==> src/rap_cfg.svh <==
`ifndef RAP_CFG_SVH
`define RAP_CFG_SVH

// stack depth, power of two
`define RAP_RAS_ENTRIES 8

// checkpoint tags in flight, power of two
`define RAP_CKPT_ENTRIES 4

// stored return address width
`define RAP_PC_WIDTH 38

`endif
==> src/rap_pkg.sv <==
`include "rap_cfg.svh"

package rap_pkg;

    // --------------------------------------------------
    // address and stack state

    // return address as held in the stack
    typedef logic [`RAP_PC_WIDTH-1:0] pc38_t;

    // stack pointer, wraps around the stack
    typedef logic [$clog2(`RAP_RAS_ENTRIES)-1:0] ras_idx_t;

    // valid entry count, one bit wider so it can reach full
    typedef logic [$clog2(`RAP_RAS_ENTRIES):0] ras_cnt_t;

    // checkpoint tag
    typedef logic [$clog2(`RAP_CKPT_ENTRIES)-1:0] ckpt_tag_t;

    // --------------------------------------------------
    // controller
    typedef enum logic {ST_RUN, ST_RESTORE} ctrl_state_t;

endpackage

==> src/ras_if.sv <==
`timescale 1ns/1ps

interface ras_if;
    import rap_pkg::*;

    // push side
    logic     link_valid;
    pc38_t    link_pc38;

    // pop side and current stack state
    logic     ret_valid;
    logic     ret_fallback;
    pc38_t    ret_pc38;
    ras_idx_t ret_ras_idx;
    ras_cnt_t ret_ras_cnt;

    // pointer and count restore
    logic     update_valid;
    ras_idx_t update_ras_index;
    ras_cnt_t update_ras_count;

    // operation strobes come from the controller
    modport ctrl (
        output link_valid, link_pc38, ret_valid, update_valid,
        input  ret_fallback
    );

    modport stack (
        input  link_valid, link_pc38, ret_valid,
        input  update_valid, update_ras_index, update_ras_count,
        output ret_fallback, ret_pc38, ret_ras_idx, ret_ras_cnt
    );

    // checkpoint table samples the state and drives the restore values
    modport snap (
        input  ret_ras_idx, ret_ras_cnt,
        output update_ras_index, update_ras_count
    );

endinterface

==> src/rap_top.sv <==
`timescale 1ns/1ps

module rap_top (
    input  logic               CLK,
    input  logic               nRST,

    // prediction request
    input  logic               pred_valid,
    input  logic               pred_is_call,
    input  logic               pred_is_ret,
    input  rap_pkg::pc38_t     pred_link_pc38,

    // flush back to a checkpoint
    input  logic               flush_valid,
    input  rap_pkg::ckpt_tag_t flush_tag,

    // prediction result
    output rap_pkg::pc38_t     pred_target_pc38,
    output logic               pred_fallback,
    output rap_pkg::ckpt_tag_t pred_tag,
    output logic               busy
);

    logic accept;

    ras_if rif ();

    // --------------------------------------------------
    // control and stack
    ras_ctrl u_ctrl (
        .CLK            (CLK),
        .nRST           (nRST),
        .rif            (rif.ctrl),
        .pred_valid     (pred_valid),
        .pred_is_call   (pred_is_call),
        .pred_is_ret    (pred_is_ret),
        .pred_link_pc38 (pred_link_pc38),
        .flush_valid    (flush_valid),
        .accept         (accept),
        .busy           (busy)
    );

    ras u_ras (
        .CLK  (CLK),
        .nRST (nRST),
        .rif  (rif.stack)
    );

    // --------------------------------------------------
    // checkpointing
    ckpt_table u_ckpt_table (
        .CLK         (CLK),
        .nRST        (nRST),
        .rif         (rif.snap),
        .snap_en     (accept),
        .snap_tag    (pred_tag),
        .restore_en  (flush_valid),
        .restore_tag (flush_tag)
    );

    // each accepted prediction is tagged with the current count
    ckpt_tag_counter u_tag_counter (
        .CLK        (CLK),
        .nRST       (nRST),
        .advance    (accept),
        .rewind     (flush_valid),
        .rewind_tag (flush_tag),
        .tag        (pred_tag)
    );

    assign pred_target_pc38 = rif.ret_pc38;
    assign pred_fallback    = rif.ret_fallback;

endmodule

==> src/ras_ctrl.sv <==
`timescale 1ns/1ps

module ras_ctrl (
    input  logic           CLK,
    input  logic           nRST,
    ras_if.ctrl            rif,

    // fetch side
    input  logic           pred_valid,
    input  logic           pred_is_call,
    input  logic           pred_is_ret,
    input  rap_pkg::pc38_t pred_link_pc38,
    input  logic           flush_valid,

    output logic           accept,
    output logic           busy
);
    import rap_pkg::*;

    ctrl_state_t state;
    ctrl_state_t next_state;

    // --------------------------------------------------
    // FSM
    always_ff @(posedge CLK or negedge nRST) begin
        if (!nRST) begin
            state <= ST_RUN;
        end
        else begin
            state <= next_state;
        end
    end

    // restore is a single cycle, a second flush must wait for busy to drop
    always_comb begin
        next_state = state;
        case (state)
            ST_RUN: begin
                if (flush_valid) begin
                    next_state = ST_RESTORE;
                end
            end
            ST_RESTORE: begin
                next_state = ST_RUN;
            end
            default: begin
                next_state = ST_RUN;
            end
        endcase
    end

    // --------------------------------------------------
    // outputs
    assign busy   = flush_valid || (state == ST_RESTORE);
    assign accept = pred_valid && !busy;

    assign rif.link_valid = accept && pred_is_call;
    assign rif.link_pc38  = pred_link_pc38;

    // nothing to pop on an empty stack, a call+return then is a plain push
    assign rif.ret_valid    = accept && pred_is_ret && !rif.ret_fallback;
    assign rif.update_valid = (state == ST_RESTORE);

endmodule

==> src/ckpt_tag_counter.sv <==
`timescale 1ns/1ps

module ckpt_tag_counter (
    input  logic               CLK,
    input  logic               nRST,
    input  logic               advance,
    input  logic               rewind,
    input  rap_pkg::ckpt_tag_t rewind_tag,
    output rap_pkg::ckpt_tag_t tag
);
    import rap_pkg::*;

    ckpt_tag_t next_tag;

    // flush restarts just past the flushed prediction
    always_comb begin
        next_tag = tag;
        if (rewind) begin
            next_tag = rewind_tag + 1'b1;
        end
        else if (advance) begin
            next_tag = tag + 1'b1;
        end
    end

    always_ff @(posedge CLK or negedge nRST) begin
        if (!nRST) begin
            tag <= '0;
        end
        else begin
            tag <= next_tag;
        end
    end

endmodule

==> src/ckpt_table.sv <==
`timescale 1ns/1ps
`include "rap_cfg.svh"

module ckpt_table (
    input  logic               CLK,
    input  logic               nRST,
    ras_if.snap                rif,
    input  logic               snap_en,
    input  rap_pkg::ckpt_tag_t snap_tag,
    input  logic               restore_en,
    input  rap_pkg::ckpt_tag_t restore_tag
);
    import rap_pkg::*;

    // one snapshot word is {pointer, count}
    logic [$bits(ras_idx_t)+$bits(ras_cnt_t)-1:0] snap_wdata;
    logic [$bits(ras_idx_t)+$bits(ras_cnt_t)-1:0] snap_rdata;

    assign snap_wdata = {rif.ret_ras_idx, rif.ret_ras_cnt};

    distram_1rport_1wport #(
        .INNER_WIDTH ($bits(snap_wdata)),
        .OUTER_WIDTH (`RAP_CKPT_ENTRIES)
    ) u_snap_mem (
        .CLK    (CLK),
        .rindex (restore_tag),
        .rdata  (snap_rdata),
        .wen    (snap_en),
        .windex (snap_tag),
        .wdata  (snap_wdata)
    );

    // --------------------------------------------------
    // registered read-out, held until the next flush
    always_ff @(posedge CLK or negedge nRST) begin
        if (!nRST) begin
            rif.update_ras_index <= '0;
            rif.update_ras_count <= '0;
        end
        else if (restore_en) begin
            {rif.update_ras_index, rif.update_ras_count} <= snap_rdata;
        end
    end

endmodule

==> src/ras.sv <==
`timescale 1ns/1ps
`include "rap_cfg.svh"

module ras (
    input  logic CLK,
    input  logic nRST,
    ras_if.stack rif
);
    import rap_pkg::*;

    // --------------------------------------------------
    // storage port signals
    ras_idx_t rd_index;
    pc38_t    rd_data;
    logic     wr_en;
    ras_idx_t wr_index;
    pc38_t    wr_data;

    // pointer and count
    ras_idx_t sp;
    ras_idx_t next_sp;
    ras_idx_t sp_plus_1;
    ras_idx_t sp_minus_1;
    ras_cnt_t count;
    ras_cnt_t next_count;
    ras_cnt_t count_plus_1;
    ras_cnt_t count_minus_1;
    logic     empty;

    // --------------------------------------------------
    // state registers
    always_ff @(posedge CLK or negedge nRST) begin
        if (!nRST) begin
            sp    <= '0;
            count <= '0;
        end
        else begin
            sp    <= next_sp;
            count <= next_count;
        end
    end

    always_comb begin
        sp_plus_1  = sp + 1'b1;
        sp_minus_1 = sp - 1'b1;

        // count sticks at full, oldest entry is overwritten by the wrap
        if (count == ras_cnt_t'(`RAP_RAS_ENTRIES)) begin
            count_plus_1 = count;
        end
        else begin
            count_plus_1 = count + 1'b1;
        end
        count_minus_1 = count - 1'b1;
    end

    assign empty = (count == '0);

    // --------------------------------------------------
    // next pointer, count and write
    always_comb begin
        next_sp    = sp;
        next_count = count;
        wr_en      = 1'b0;
        wr_index   = sp;
        wr_data    = rif.link_pc38;

        if (rif.update_valid) begin
            // restore from a checkpoint wins over everything
            next_sp    = rif.update_ras_index;
            next_count = rif.update_ras_count;
        end
        else if (rif.link_valid && rif.ret_valid && !empty) begin
            // replace the top in place
            wr_en = 1'b1;
        end
        else if (rif.link_valid) begin
            // plain push, also the call+return case on an empty stack
            wr_en      = 1'b1;
            wr_index   = sp_plus_1;
            next_sp    = sp_plus_1;
            next_count = count_plus_1;
        end
        else if (rif.ret_valid && !empty) begin
            next_sp    = sp_minus_1;
            next_count = count_minus_1;
        end
    end

    // --------------------------------------------------
    // top of stack
    assign rd_index         = sp;
    assign rif.ret_pc38     = rd_data;
    assign rif.ret_fallback = empty;
    assign rif.ret_ras_idx  = sp;
    assign rif.ret_ras_cnt  = count;

    distram_1rport_1wport #(
        .INNER_WIDTH ($bits(pc38_t)),
        .OUTER_WIDTH (`RAP_RAS_ENTRIES)
    ) u_stack_mem (
        .CLK    (CLK),
        .rindex (rd_index),
        .rdata  (rd_data),
        .wen    (wr_en),
        .windex (wr_index),
        .wdata  (wr_data)
    );

endmodule

==> src/distram_1rport_1wport.sv <==
`timescale 1ns/1ps

module distram_1rport_1wport #(
    parameter int INNER_WIDTH = 32,
    parameter int OUTER_WIDTH = 8
) (
    input  logic                           CLK,

    // asynchronous read
    input  logic [$clog2(OUTER_WIDTH)-1:0] rindex,
    output logic [INNER_WIDTH-1:0]         rdata,

    // synchronous write
    input  logic                           wen,
    input  logic [$clog2(OUTER_WIDTH)-1:0] windex,
    input  logic [INNER_WIDTH-1:0]         wdata
);

    logic [INNER_WIDTH-1:0] mem [OUTER_WIDTH];

    always_ff @(posedge CLK) begin
        if (wen) begin
            mem[windex] <= wdata;
        end
    end

    // read sees the old word during a write to the same index
    assign rdata = mem[rindex];

endmodule

==> config.mk <==
export PLATFORM = sky130hd
export DESIGN_NAME = rap_top
export DESIGN_NICKNAME = d
export VERILOG_FILES = /design/src/rap_pkg.sv /design/src/ras_if.sv /design/src/rap_top.sv /design/src/ras_ctrl.sv /design/src/ckpt_tag_counter.sv /design/src/ckpt_table.sv /design/src/ras.sv /design/src/distram_1rport_1wport.sv
export VERILOG_INCLUDE_DIRS = /design/src
export SDC_FILE = /design/constraint.sdc
export NUM_CORES = 1
export LEC_CHECK = 0
export BUFFER_PORTS_ARGS = -buffer_cell sky130_fd_sc_hd__clkbuf_2
export CAP_MARGIN = 20
export CORE_MARGIN = 3
export CORE_UTILIZATION = 56
export CTS_BUF_LIST = sky130_fd_sc_hd__clkbuf_4
export DETAILED_ROUTE_END_ITERATION = 8
export GPL_TIMING_DRIVEN = 0
export PLACE_DENSITY = 0.76
export SKIP_CTS_REPAIR_TIMING = 1
export SLEW_MARGIN = 0
export SYNTH_ARGS = -nofsm -noshare
export SYNTH_HDL_FRONTEND = slang
export SYNTH_SLANG_ARGS = --single-unit
==> constraint.sdc <==
create_clock -name CLK -period 3.46 [get_ports CLK]
set_input_delay 0.865 -clock CLK [delete_from_list [all_inputs] [get_ports CLK]]
set_output_delay 0.865 -clock CLK [all_outputs]
set_load 0.02 [all_outputs]
==> results.sh <==
export IMPL_status="completed"
export IMPL_wl_per_cell_um=22.71
export IMPL_worstMarginPinSlew_ns=0.9816
export IMPL_cts_root_buffer="clkbuf_4"
export IMPL_critPathRequiredTime_ns=2.59
export IMPL_cp_start_kind="register"
export IMPL_h_tree_depth=3
export IMPL_max_cap_viol_count=0
export IMPL_drt_iter0_markers=473
export IMPL_synth_ff_type="edfxtp_1"
export IMPL_syn_num_nets=661
export IMPL_fin_skew_ns=0.03632
export IMPL_drive_gt1_share_pct=45.70
export IMPL_grt_pass1_vias=7296
export IMPL_dr_pass1_iters=5
export IMPL_fp_dieArea_um2=26250
export IMPL_die_y_um=162.0
export IMPL_synth_seq_area_share_pct=76.27
export IMPL_grt_pass1_wl_mm=41.58
export IMPL_finalHoldViolations=0
export IMPL_hpwlAfterDp_mm=16.45
export IMPL_syn_area_um2=13630
export IMPL_period_share_pct=95.89
export IMPL_leakagePower_nw=5.340
export IMPL_track_usage_pct=21.34
export IMPL_hp_class="input pin to async pin"
export IMPL_die_w_um=162.0
export IMPL_fp_row_count=56
export IMPL_fin_cells=1181
export IMPL_start_util_pct=57.55
export IMPL_wl_mm=26.82
export IMPL_gp_congestion=0.8237
export IMPL_worstPathArrival_ns=2.45
export IMPL_synth_edf_count=332
export IMPL_vias_per_cell=5.749
export IMPL_register_area_um2=10400
export IMPL_antenna_found_initial=3
export IMPL_vdd_ir_drop_worst_mv=0.4100
export IMPL_crit_path_end_kind="primary output"
export IMPL_netlist_instances=610
export IMPL_power_density_nw_per_um2=640.8
export IMPL_worstRegToRegCells=9
export IMPL_reg2reg_to="u_ras.u_stack_mem.mem[2][2]$_DFFE_PP_"
export IMPL_path_cells="buf_2, clkbuf_4, mux4_2, mux2_2, clkbuf_2"
export IMPL_cts_sinks=349
export IMPL_insertion_delay_ns=0.68
export IMPL_r2r_slack_ns=0.27
export IMPL_fin_nets=841
export IMPL_critPathCapture="pred_target_pc38[18]"
export IMPL_rsz0062_at_grt="false"
export IMPL_max_freq_mhz=301.4
export IMPL_cts_made_buffers=85
export IMPL_critPathMaxStageDelay_ns=0.42
export IMPL_cts_tree="built"
export IMPL_synth_distinct_cells=47
export IMPL_slew_headroom_pct=34.09
export IMPL_cts_buffer_depth=3
export IMPL_gr_total_overflow=0
export IMPL_fin_tns_setup_ns=0
export IMPL_drv_slew=0
export IMPL_io_pins=88
export IMPL_vias=6790
export IMPL_worstReg2RegStart="u_ras.rif.ret_ras_idx[1]$_DFFE_PN0P_"
export IMPL_finalWorstSetupSlack_ns=0.1424
export IMPL_layout_min_cycle_time_ns=3.318
export IMPL_final_fill_count=1558
export IMPL_multi_input_area_um2=3146
export IMPL_clk_pin_slew_ns=0.06
export IMPL_drc=0
export IMPL_synth_warnings=0
export IMPL_final_core_util_pct=67.18
export IMPL_setup_worst_path_class="register to primary output"
export IMPL_syn_to_final_growth_pct=16.74
export IMPL_cp_slowest_cell="dfrtp_2"
export IMPL_port_buffers=84
export IMPL_syn_area_per_cell_um2=22.34
export IMPL_dp_cells=1021
export IMPL_critPathMaxFanout=10
export IMPL_ant_nets=0
export IMPL_startpoint="u_ras.rif.ret_ras_idx[1]$_DFFE_PN0P_"
export IMPL_core_um2=23680
export IMPL_dp_slack_ns=0.01347
export IMPL_synthArstFlopShare_pct=4.871
export IMPL_setup_viol=0
export IMPL_grt_start_max_net_pins=25
export IMPL_timing_hold_ws_ns=0.1012
export IMPL_ys_ff_latch=349
==> critical path, delay by kind of cell, from the launching register on <==
kind	cells	cell delay (ns)
buf+inv	3	0.69
flops	1	0.42
mux	2	0.64
==> synth_stat cells (3+ instances only) <==
library cell,number,share of area [%]
edfxtp_1,332,73
mux4_2,83,14
mux2_2,46,3.8
dfrtp_1,17,3.1
clkbuf_1,16,0.44
buf_2,14,0.51
nor2_1,12,0.33
nor3_1,11,0.40
nand2_1,7,0.19
nand2b_1,5,0.23
nor2b_1,5,0.23
o21ai_0,5,0.18
xor2_1,5,0.32
ha_1,4,0.37
inv_1,4,0.11
xnor2_1,4,0.26
a21oi_1,3,0.11
nor4bb_1,3,0.22
==> how the worst min path moves through the flow <==
stage	cells past startpoint	slack (ns)	endpoint	start
finish	1	0.10	u_ckpt_table.rif.update_ras_index[2]$_DFFE_PN0P_	nRST
global route	1	0.09	u_ckpt_table.rif.update_ras_index[2]$_DFFE_PN0P_	nRST
CTS	1	0.07	u_ckpt_table.rif.update_ras_index[2]$_DFFE_PN0P_	nRST
detailed placement	2	0.49	u_ras.rif.ret_ras_cnt[2]$_DFFE_PN0P_	u_ckpt_table.rif.update_ras_count[2]$_DFFE_PN0P_
global placement	2	0.48	u_ras.rif.ret_ras_idx[0]$_DFFE_PN0P_	u_ckpt_table.rif.update_ras_index[0]$_DFFE_PN0P_
floorplan	2	0.45	u_ras.rif.ret_ras_cnt[2]$_DFFE_PN0P_	u_ckpt_table.rif.update_ras_count[2]$_DFFE_PN0P_
==> routing by layer <==
| metal | up-vias | wire length (um) | GRT usage [%] | part of all wire, % |
|---|---|---|---|---|
| met1 | 3467 | 10660 | 27.36 | 40 |
| met4 | 2 | 558 | 7.212 | 2.1 |
| met3 | 46 | 1689 | 5.381 | 6.3 |
| met5 | - | 13 | 0 | 0.048 |
| met2 | 283 | 13900 | 36.22 | 52 |
| li1 | 2992 | - | - | - |
==> cell type report <==
type	count	share of cell area, %
Multi-Input combinational cell	226	19.77
Timing Repair Buffer	94	3.728
Inverter	4	0.09437
Antenna cell	2	0.03146
Clock buffer	118	5.568
Sequential cell	349	65.35
Buffer	30	1.699
Clock inverter	39	1.250
Tap cell	319	2.509
==> layout by cell type, fill, tap and decap left out, types with 2 or more instances in the layout <==
master	instances
nand2b_1	5
clkbuf_1	4
or2_2	2
buf_12	12
mux4_2	83
diode_2	2
edfxtp_1	332
nand2_1	7
clkbuf_2	87
dfrtp_1	15
nor3_1	11
nor4b_1	2
nor3b_1	2
buf_4	2
clkinv_4	3
xor2_1	5
nor2_1	4
xnor2_1	4
buf_2	6
buf_8	4
clkinv_2	3
a221o_1	2
clkinvlp_4	2
inv_1	4
o21ai_0	5
nor2b_1	5
a21oi_1	3
clkbuf_4	125
nor4bb_1	3
nor2_4	8
clkinv_1	29
mux2_2	46
ha_1	4
dfrtp_2	2
o21ai_1	2
==> logic make-up (layout without fill, tap and decap cells) <==
kind of cell	after synthesis	count (layout)	share of synthesized area, %
and+or+nand+nor	56	56	2.341
other	0	2	0
buffers and inverters	35	285	1.092
xor gates and xnor gates	10	10	0.6977
DFF	349	349	76.27
muxes	130	130	17.59
adders and majority gates	5	5	0.5141
AOI/OAI and AO/OA	25	25	1.497
==> power breakdown <==
group	internal, W	switching [W]	leakage [nW]
clock network	0.00168	0.00156	0.631
logic	0.000970	0.00113	1.52
registers	0.00476	0.0000993	3.19
==> metrics by stage <==
| step | cell area (um2) | total power, W |
|---|---|---|
| final | 15910 | 0.01020 |
| after CTS | 15750 | 0.01020 |
| after global routing | 15910 | 0.01071 |
| after floorplan | 13630 | 0.006320 |
| after global placement | 14450 | 0.006891 |
| after detailed placement | 14670 | 0.006974 |
==> sequential cells by signal, indices dropped and copies added (netlist names) <==
name / count
u_ras.rif.ret_ras_idx: 3
u_tag_counter.tag: 2
u_ras.u_stack_mem.mem: 304
u_ckpt_table.u_snap_mem.mem: 28
u_ctrl.rif.update_valid: 1
u_ckpt_table.rif.update_ras_count: 4
u_ras.rif.ret_ras_cnt: 4
u_ckpt_table.rif.update_ras_index: 3
Power figures use the tool's default switching activity.
